## src/procPkg.sv

```systemverilog
package procPkg;

    // Widths fixed by the instruction set
    typedef logic [31:0] word_t;      // Data, instruction or address word
    typedef logic [4:0]  regAddr_t;   // Register index
    typedef logic [4:0]  opcode_t;    // Bits 31..27
    typedef logic [4:0]  aluOp_t;     // Bits 6..2, R-type only
    typedef logic [1:0]  bypassSel_t; // Operand source in execute

    localparam opcode_t OP_RTYPE = 5'b00000;
    localparam opcode_t OP_ADDI  = 5'b00101;
    localparam opcode_t OP_SW    = 5'b00111;
    localparam opcode_t OP_LW    = 5'b01000;

    localparam aluOp_t ALU_ADD = 5'b00000;
    localparam aluOp_t ALU_SUB = 5'b00001;
    localparam aluOp_t ALU_AND = 5'b00010;
    localparam aluOp_t ALU_OR  = 5'b00011;
    localparam aluOp_t ALU_SLL = 5'b00100;
    localparam aluOp_t ALU_SRA = 5'b00101;

    // Bypass sources for execute operands
    localparam bypassSel_t BYP_LATCH     = 2'd0; // Value read in decode
    localparam bypassSel_t BYP_MEMORY    = 2'd1; // Result one instruction back
    localparam bypassSel_t BYP_WRITEBACK = 2'd2; // Result two instructions back

    function automatic opcode_t opcodeOf(word_t ir);
        return ir[31:27];
    endfunction

    function automatic regAddr_t rdOf(word_t ir);
        return ir[26:22];
    endfunction

    function automatic regAddr_t rsOf(word_t ir);
        return ir[21:17];
    endfunction

    function automatic regAddr_t rtOf(word_t ir);
        return ir[16:12];
    endfunction

    function automatic aluOp_t aluOpOf(word_t ir);
        return ir[6:2];
    endfunction

    function automatic word_t immOf(word_t ir);
        return {{15{ir[16]}}, ir[16:0]}; // Sign-extend 17 bits
    endfunction

    function automatic logic writesReg(word_t ir);
        opcode_t op;
        op = opcodeOf(ir);
        return (op == OP_RTYPE || op == OP_ADDI || op == OP_LW) && rdOf(ir) != 5'd0;
    endfunction

    // Second source register: rd holds the store data for sw
    function automatic regAddr_t srcBOf(word_t ir);
        return (opcodeOf(ir) == OP_SW) ? rdOf(ir) : rtOf(ir);
    endfunction

    function automatic logic readsSrcA(word_t ir);
        opcode_t op;
        op = opcodeOf(ir);
        return op == OP_RTYPE || op == OP_ADDI || op == OP_LW || op == OP_SW;
    endfunction

    function automatic logic readsSrcB(word_t ir);
        return opcodeOf(ir) == OP_RTYPE || opcodeOf(ir) == OP_SW;
    endfunction

endpackage

```

## src/fetchStage.sv

```systemverilog
`timescale 1ns/1ps

module fetchStage (
    input  logic           clock,
    input  logic           reset,
    input  logic           stall,    // Load-use interlock
    input  procPkg::word_t instr,    // From instruction memory
    output procPkg::word_t pc,
    output procPkg::word_t decodeIr
);

    procPkg::word_t pcNext;

    // No branches, so always the next word
    assign pcNext = pc + 32'd1;

    // Program counter
    always_ff @(posedge clock) begin
        if (reset) begin
            pc <= '0;
        end else if (!stall) begin
            pc <= pcNext;
        end
    end

    // Fetch/decode latch
    // Holds with the PC so the stalled instruction is decoded again
    always_ff @(posedge clock) begin
        if (reset) begin
            decodeIr <= '0;
        end else if (!stall) begin
            decodeIr <= instr;
        end
    end

endmodule

```

## config.mk

```make
export PLATFORM = sky130hd
export DESIGN_NAME = fetchStage
export DESIGN_NICKNAME = d
export VERILOG_FILES = /design/src/procPkg.sv /design/src/fetchStage.sv
export SDC_FILE = /design/constraint.sdc
export NUM_CORES = 1
export LEC_CHECK = 0
export ABC_AREA = 1
export ABC_CLOCK_PERIOD_IN_PS = 3800
export BUFFER_PORTS_ARGS = -buffer_cell sky130_fd_sc_hd__buf_2
export CELL_PAD_IN_SITES_DETAIL_PLACEMENT = 0
export CELL_PAD_IN_SITES_GLOBAL_PLACEMENT = 1
export CORE_UTILIZATION = 37
export DETAILED_ROUTE_END_ITERATION = 10
export GPL_TIMING_DRIVEN = 0
export PLACE_DENSITY = 0.95
export RECOVER_POWER = 25
export SLEW_MARGIN = 30
export SYNTH_ARGS = -nofsm -noshare
export SYNTH_HDL_FRONTEND = slang
export SYNTH_SLANG_ARGS = --single-unit
```

## constraint.sdc

```tcl
create_clock -name clock -period 3.8 [get_ports clock]
set_clock_uncertainty 0.1 [all_clocks]
set_input_delay 0.19 -clock clock [delete_from_list [all_inputs] [get_ports clock]]
set_output_delay 0.19 -clock clock [all_outputs]
set_load 0.02 [all_outputs]
```

==> qor.csv <==
metric,value,unit
status,"complete, but fails checks",
failed_checks,"design-rule violations, negative hold slack",
grt_usage,20.03,%
setup_tns,0,ns
ys_seq_area_share,43.89,%
max_freq,636.3,MHz
arrival,1.70,ns
htree_levels,3,
grt_overflow_total,0,
fin_crit_sh,41.36,%
async_flop_share,0,%
postRouteAntennaNets,0,
synth.avg_cell_area,7.000,sq um
cap_viol_max_count,0,
reg2reg_slack,2.23,ns
slew_viol_final,0,
yosysWarnings,0,
drc,1,
antenna_found_initial,0,
synth.ff_latch_count,64,
clock_sinks,64,
grt_pass1_wl,13.22,mm
hold_start,instr[20],
startpoint_type,flip-flop,
synth_top_area_share,43.89,%
whs,-0.001521,ns
synth.distinct_cells,32,
dieHeight,90.82,um
core_area,7687,sq um
vias_per_cell,4.703,
mappedNetlistNets,453,
r2r_start,pc[1],
grt_pass1_vias,2907,
area_growth,36.56,%
path_class,flip-flop to flip-flop,
grt_max_degree,14,
setup_violations,0,
yosysTopAreaCell,dfxtp_1,
relSlewSlack,62.50,%
start_util,37.97,%
seqCellArea,1281,sq um
hpwlAfterDp,5.787,mm
die-area,8248,sq um
vias,3099,
synth_commonest_cells,"nor2_1 (124), nand2_1 (69), dfxtp_1 (64), o21ai_0 (38), inv_1 (32)",
synth-edff-count,0,
leakagePower,1.845,nW
ctsResizeCount,0,
multiInputGateArea,1434,sq um
synthCells,417,
cts_max_path_buffers,2,
cts_buffers,9,
synth_flop_cell,dfxtp_1,
synth.most_common_cell,nor2_1,
port_buffers,96,
synth_area,2919,sq um
drt_pass1_iterations,8,
critPathMaxFanout,4,
worst_pin_slew,0.5625,ns
min_to,decodeIr[20],
layout-drive-gt1-share,21.90,%
yosys-top-cells-area,"dfxtp_1 (44%), nor2_1 (16%), nand2_1 (8.9%), o21ai_0 (6.5%), nand3_1 (4.3%)",
nets,588,
io_pins,99,
routedWlPerCell,11.91,um
rows,32,
worstPathRequired,3.93,ns
fillers,788,
root_buffer,clkbuf_8,
antenna_cells,0,
finalCriticalPeriod,1.572,ns
cts_tree,yes,
path_clk_slew,0.08,ns
holdPathStages,3,
total_power,1.475,mW
reg2reg_depth,8,
drtIter0Drc,113,
finalHoldViolations,1,
gp_congestion,0.8652,
power_per_cell_area,370.1,nW/um^2
insertion_delay,0.35,ns
r2r_end,pc[18],
crit_path_end_kind,flip-flop,
dieWidth,90.82,um
wl,7.851,mm
ir_drop,0.2069,mV
min_path_type,primary input to flip-flop,
rsz0062_at_grt,no,
## final cells by class
type / instances / area share [%]
repair buffers: 124 / 18.74
inverters: 35 / 3.421
plain buffers: 13 / 1.444
multi-input cells: 305 / 35.97
clock buffers: 9 / 3.107
well taps: 102 / 3.201
flip-flops and latches: 64 / 32.14
clock inverters: 7 / 1.977
## critical path, stage by stage, from the launching register on
cell and delay, ns:
dfxtp_1 0.38, ha_1 0.24, nand3_1 0.11, inv_1 0.11, nand3_1 0.13, nor2_2 0.19
nand3_1 0.09, nand2_1 0.07, nor2_1 0.03
## cell usage in the layout, fill, tap and decap left out, types with 2 or more instances in the layout
cell type,instances
nand2_1,70
clkinvlp_4,3
dlygate4sd3_1,28
clkbuf_1,22
o21ai_0,38
a21oi_1,14
clkinv_4,2
clkbuf_8,9
nor2_1,124
xor2_1,5
nor3_1,2
nor2_4,7
dfxtp_1,64
nand2_2,3
buf_2,86
nand4_1,5
inv_1,32
inv_6,2
nand3_1,25
## kinds of logic (layout without fill, tap and decap cells)
kind of cell	after synthesis	after routing	share of synthesized area [%]
simple gates	245	245	37.89
buf+inv	48	188	6.729
flops	64	64	43.89
compound gates	54	54	9.559
xor+xnor	5	5	1.500
fa+ha+maj	1	1	0.4286
## power by group
| group | internal (mW) | leakage, nW | switching, mW | total [mW] |
|---|---|---|---|---|
| combinational | 0.0669 | 1.23 | 0.0943 | 0.161 |
| clock | 0.308 | 0.0925 | 0.297 | 0.605 |
| sequential | 0.696 | 0.524 | 0.0131 | 0.709 |
| total | 1.07 | 1.84 | 0.404 | 1.48 |
## worst max-delay path by stage
stage / start / end
after CTS: pc[0] / pc[18]
after detailed placement: pc[0] / pc[18]
after global routing: pc[1] / pc[18]
after floorplan: pc[0] / pc[18]
after global placement: pc[0] / pc[18]
final: pc[1] / pc[18]
## flip-flops by register name, indices dropped and copies added (netlist names)
name and cells:
pc 32, decodeIr 32
## per-layer routing
metal | GRT usage, % | share of wire, % | up-vias | wire, um
li1 | - | - | 1593 | -
met1 | 24.55 | 46 | 1400 | 3593
met2 | 33.59 | 47 | 79 | 3675
met3 | 3.199 | 3.8 | 27 | 298
met5 | 0 | 0 | - | 0
met4 | 10.71 | 3.6 | 0 | 284
## what timing repair did
item / CTS / global route
endpoints found under the hold margin: 28 / 0
hold buffers: 28 / 0
setup buffers: 0 / 0
## through the flow
stage	cell area (sq um)	util (%)	setup WS (ns)	instances	hold WS [ns]
6_report	3986	51.86	2.228	659	-0.001521
5_1_grt	3986	51.86	2.040	659	0.01870
4_1_cts	4010	52.16	2.195	659	0.0005308
3_5_place_dp	3527	45.88	2.212	615	0.3323
3_3_place_gp	3527	45.88	2.248	615	0.3254
2_1_floorplan	2919	-	2.235	417	0.2416
(Power assumes the default switching activity.)
