### src/procPkg.sv
package procPkg;

    // Widths fixed by the instruction set
    typedef logic [31:0] word_t;      // Data, instruction or address word
    typedef logic [4:0]  regAddr_t;   // Register index
    typedef logic [4:0]  opcode_t;    // Bits 31..27
    typedef logic [4:0]  aluOp_t;     // Bits 6..2, R-type only
    typedef logic [1:0]  bypassSel_t; // Operand source in execute

    localparam opcode_t OP_RTYPE = 5'b00000;
    localparam opcode_t OP_ADDI  = 5'b00101;
    localparam opcode_t OP_SW    = 5'b00111;
    localparam opcode_t OP_LW    = 5'b01000;

    localparam aluOp_t ALU_ADD = 5'b00000;
    localparam aluOp_t ALU_SUB = 5'b00001;
    localparam aluOp_t ALU_AND = 5'b00010;
    localparam aluOp_t ALU_OR  = 5'b00011;
    localparam aluOp_t ALU_SLL = 5'b00100;
    localparam aluOp_t ALU_SRA = 5'b00101;

    // Bypass sources for execute operands
    localparam bypassSel_t BYP_LATCH     = 2'd0; // Value read in decode
    localparam bypassSel_t BYP_MEMORY    = 2'd1; // Result one instruction back
    localparam bypassSel_t BYP_WRITEBACK = 2'd2; // Result two instructions back

    function automatic opcode_t opcodeOf(word_t ir);
        return ir[31:27];
    endfunction

    function automatic regAddr_t rdOf(word_t ir);
        return ir[26:22];
    endfunction

    function automatic regAddr_t rsOf(word_t ir);
        return ir[21:17];
    endfunction

    function automatic regAddr_t rtOf(word_t ir);
        return ir[16:12];
    endfunction

    function automatic aluOp_t aluOpOf(word_t ir);
        return ir[6:2];
    endfunction

    function automatic word_t immOf(word_t ir);
        return {{15{ir[16]}}, ir[16:0]}; // Sign-extend 17 bits
    endfunction

    function automatic logic writesReg(word_t ir);
        opcode_t op;
        op = opcodeOf(ir);
        return (op == OP_RTYPE || op == OP_ADDI || op == OP_LW) && rdOf(ir) != 5'd0;
    endfunction

    // Second source register: rd holds the store data for sw
    function automatic regAddr_t srcBOf(word_t ir);
        return (opcodeOf(ir) == OP_SW) ? rdOf(ir) : rtOf(ir);
    endfunction

    function automatic logic readsSrcA(word_t ir);
        opcode_t op;
        op = opcodeOf(ir);
        return op == OP_RTYPE || op == OP_ADDI || op == OP_LW || op == OP_SW;
    endfunction

    function automatic logic readsSrcB(word_t ir);
        return opcodeOf(ir) == OP_RTYPE || opcodeOf(ir) == OP_SW;
    endfunction

endpackage

### src/hazardUnit.sv
`timescale 1ns/1ps

module hazardUnit (
    input  procPkg::word_t     decodeIr,
    input  procPkg::word_t     executeIr,
    input  procPkg::word_t     memoryIr,
    input  procPkg::word_t     writebackIr,
    output logic               stall,
    output procPkg::bypassSel_t aluASel,
    output procPkg::bypassSel_t aluBSel,
    output procPkg::bypassSel_t storeSel
);

    logic loadInExecute;
    logic matchA;
    logic matchB;

    // Newest producer wins
    function automatic procPkg::bypassSel_t pickSource(procPkg::regAddr_t src,
                                                       procPkg::word_t    memIr,
                                                       procPkg::word_t    wbIr);
        if (src == 5'd0) begin
            return procPkg::BYP_LATCH; // r0 never forwarded
        end
        if (procPkg::writesReg(memIr) && procPkg::rdOf(memIr) == src) begin
            return procPkg::BYP_MEMORY;
        end
        if (procPkg::writesReg(wbIr) && procPkg::rdOf(wbIr) == src) begin
            return procPkg::BYP_WRITEBACK;
        end
        return procPkg::BYP_LATCH;
    endfunction

    // Load data exists only after the memory stage so one bubble is needed
    assign loadInExecute = procPkg::opcodeOf(executeIr) == procPkg::OP_LW
                           && procPkg::writesReg(executeIr);
    assign matchA = procPkg::readsSrcA(decodeIr)
                    && procPkg::rsOf(decodeIr) == procPkg::rdOf(executeIr);
    assign matchB = procPkg::readsSrcB(decodeIr)
                    && procPkg::srcBOf(decodeIr) == procPkg::rdOf(executeIr);
    assign stall = loadInExecute && (matchA || matchB);

    assign aluASel = procPkg::readsSrcA(executeIr) ?
                     pickSource(procPkg::rsOf(executeIr), memoryIr, writebackIr) :
                     procPkg::BYP_LATCH;

    // Only R-type takes a register as ALU B; others use the immediate
    assign aluBSel = (procPkg::opcodeOf(executeIr) == procPkg::OP_RTYPE) ?
                     pickSource(procPkg::rtOf(executeIr), memoryIr, writebackIr) :
                     procPkg::BYP_LATCH;

    // Store data comes from rd
    assign storeSel = (procPkg::opcodeOf(executeIr) == procPkg::OP_SW) ?
                      pickSource(procPkg::rdOf(executeIr), memoryIr, writebackIr) :
                      procPkg::BYP_LATCH;

endmodule

### config.mk
export PLATFORM = sky130hd
export DESIGN_NAME = hazardUnit
export DESIGN_NICKNAME = d
export VERILOG_FILES = /design/src/procPkg.sv /design/src/hazardUnit.sv
export SDC_FILE = /design/constraint.sdc
export NUM_CORES = 1
export LEC_CHECK = 0
export ABC_AREA = 1
export BUFFER_PORTS_ARGS = -buffer_cell sky130_fd_sc_hd__buf_2
export CORE_UTILIZATION = 35
export DETAILED_ROUTE_END_ITERATION = 8
export PLACE_DENSITY = 0.95
export SYNTH_ARGS = -nofsm -noshare
export SYNTH_HDL_FRONTEND = slang
export SYNTH_SLANG_ARGS = --single-unit
### constraint.sdc
create_clock -name vclk -period 4.1
set_clock_uncertainty 0.05 [all_clocks]
set_input_delay 0.82 -clock vclk [all_inputs]
set_output_delay 0.82 -clock vclk [all_outputs]
set_load 0.1 [all_outputs]
==> results.md <==
* Yosys warning count at 0
* Crit share post-route at between 70% and 80%
* Wire per inst at 10.5 microns
* Hold Path Class: in2out
* Worst Hold Depth at 4
* Crit-path cells: buf_2 -> nor2_4 -> nand2_4 -> nand2_4 -> nand2_2 -> nand2_1 -> nand2_1 -> nor2_2 -> nand3_2 -> a21oi_2 -> buf_2
* CP max stage delay at roughly 0.43 ns
* Cell-internal power at 52.4 uW
* Register area at 0 sq um
* Cell taking the most area after synthesis: xnor2_1
* Post-synthesis compound-gate area fraction at approximately 7.1%
* Post_cts resized at 0
* GR Layer Usage met2 at 36.3%
* Die height at about 55 microns
* Iteration-0 DRC Markers at 12
* Max-Cap Viols at 0
* Share of layout cells above drive strength 1 at 33.8%
* Most frequent cell after synthesis: nand2_1
* Fin worst setup slack at just under 1 ns
* Seq/Total Area, Yosys at 0%
* Sequential Power Share at 0%
* Antenna-violating nets left at 0
* Routed WL at roughly 2800 microns
* Largest family of logic cells by synthesized area: simple AND/OR/NAND/NOR gates
* Gpl congestion at a little under 0.9
* Final hold viol count at 0
* Place WS at between 0.9 and 1 ns
* Slew HR at around two thirds
* Syn Nets at 298
* Largest net degree at the start of global routing at 10
* Worst-Margin Slew at between 0.4 and 0.5 ns
* Post-Syn Area at 968 sq um
* Setup TNS at 0 ns
* Crit Path Max Fanout at 9
* Clk network pwr share at 0%
* Count of cell types in the netlist at 29
* Switching share of total power at 53.2%
* Vias in the first global route at between 1000 and 1500
* Drt first pass iters at 4
* Met3 Use GR at less than 1%
* Critical Path AT at 2.25 ns
* Busiest grt layer: met2
* # clk buffers at 0
* Post-DP HPWL at around 2500 microns
* First-pass GRT wire length at between 4000 and 5000 microns
* LEAKAGE at a little over 0.0007 uW
* Worst VDD drop at roughly 44 uV
* Placed inst area at around 1300 sq um
* Synth Area in Simple Gates at between 50% and 60%
* Logic pwr share at 100.0%
* CTS Hold Bufs at 0
* CP endpoint kind: output port
* Final setup viols at 0
* CP Launch Type: input port
* Final Max Tran Viols at 0
* Met1 GRT Util at a little under a quarter
* Final nets at about 360
* Area Overhead vs Synth at 37.1%
* GR Overflow Total at 0
* Commonest cells post-synth: 27 x nand2_1, 24 x nand3_1, 23 x inv_1
* Core footprint at ~2500 sq um
* Die width at about 55 microns
* Mux share of post-synthesis cell area at 0%
* Die ar. at approximately 3000 sq um
* Initial Util at roughly two fifths
* Total vias in the final route at 1278
* Fraction of the mapped netlist area in adder cells at 0%
* FF+latch count at 0
* FP Rows at 18
* Status: finished, final reports clean
* Tmin final at just over 3 ns
* # port buffers at between 60 and 70
* Diode count at 0
* Gr usage total at a little under a fifth
* Hold_sp: executeIr[30]
* Initial antenna violation count at 0
* Pwr per Cell Area at roughly 84 nW/um^2
* Fmax at approximately 320 MHz
* Post-route cell area at between 1000 and 1500 sq um
* RSZ-0062 raised after global routing: no
* Critical path type: in2out
* Slowest cell on the critical path: buf_2
* Hold Path End: stall
* Syn_area_per_cell at roughly 5.7 sq um
* Psw at approximately 60 uW
* Gate Count Post-Synth at 170
* Setup bufs post-CTS at 0
* Residual DRC count at 0
* Io pins at between 100 and 150
* Yosys top cell area share at 16.3%
* Most area-consuming cells after synthesis: xnor2_1 16%, nand3_1 12%, xor2_1 12%
* Routed vias/inst at between 4 and 5
* Critical path required time at 3.23 ns
* XOR/XNOR Fraction of Synth Area at around 28%
## layout by cell type, fill, tap and decap left out, types with 2 or more instances in the layout
cell type,netlist,final
buf_2,0,67
nand2_1,27,27
nand3_1,24,24
inv_1,23,23
xnor2_1,18,18
nor2_1,18,18
xor2_1,13,13
nor3_1,7,6
nand4_1,5,5
or2_1,3,3
nor4_1,3,3
o21ai_0,3,3
nand2_2,3,3
nand3b_1,2,2
clkinv_1,2,2
nand2_4,2,2
nor2_2,2,2
a21oi_1,2,2
## logic make-up after synthesis
family / Yosys count
AOI/OAI and AO/OA: 10
xor gates and xnor gates: 31
buffers and inverters: 28
and+or+nand+nor: 101
## metal layers
layer  up-vias  part of all wire, %  wire (microns)
met5         -                    0               0
met4         0                 0.76              21
met3         3                  5.8             161
met2        54                   48            1340
met1       539                   45            1250
li1        682                    -               -
## worst max-delay path by stage
stage | startpoint | end | slack, ns
floorplan | executeIr[27] | aluBSel[1] | 0.51
global placement | decodeIr[31] | stall | 0.99
detailed placement | decodeIr[31] | stall | 0.98
CTS | decodeIr[31] | stall | 0.98
global route | decodeIr[28] | stall | 0.80
finish | decodeIr[31] | stall | 0.98
## stage by stage
step | power [uW] | std cells | hold slack, ns | util, %
global route | 125 | 264 | 2.16 | 52.2
detailed placement | 112 | 264 | 2.13 | 52.2
finish | 112 | 264 | 2.12 | 52.2
global placement | 109 | 264 | 2.13 | 52.2
floorplan | 61.3 | 170 | 1.86 | -
CTS | 112 | 264 | 2.13 | 52.2
## power groups by stage
stage,Sequential [uW],Combinational (uW),Clock [uW]
floorplan,0,61.3,0
detailed placement,0,112,0
CTS,0,112,0
global placement,0,109,0
finish,0,112,0
global route,0,125,0
## critical path: cells and delay by family
| kind | cells | cell delay [ns] |
|---|---|---|
| simple gates | 8 | 0.76 |
| buf+inv | 2 | 0.55 |
| compound gates | 1 | 0.12 |
## area by class of cell
class,instances,area [sq um]
repair buffers,67,335
well taps,30,37.5
inverters,25,93.8
fillers,266,1220
multi-input cells,142,861
(Power assumes the default switching activity.)
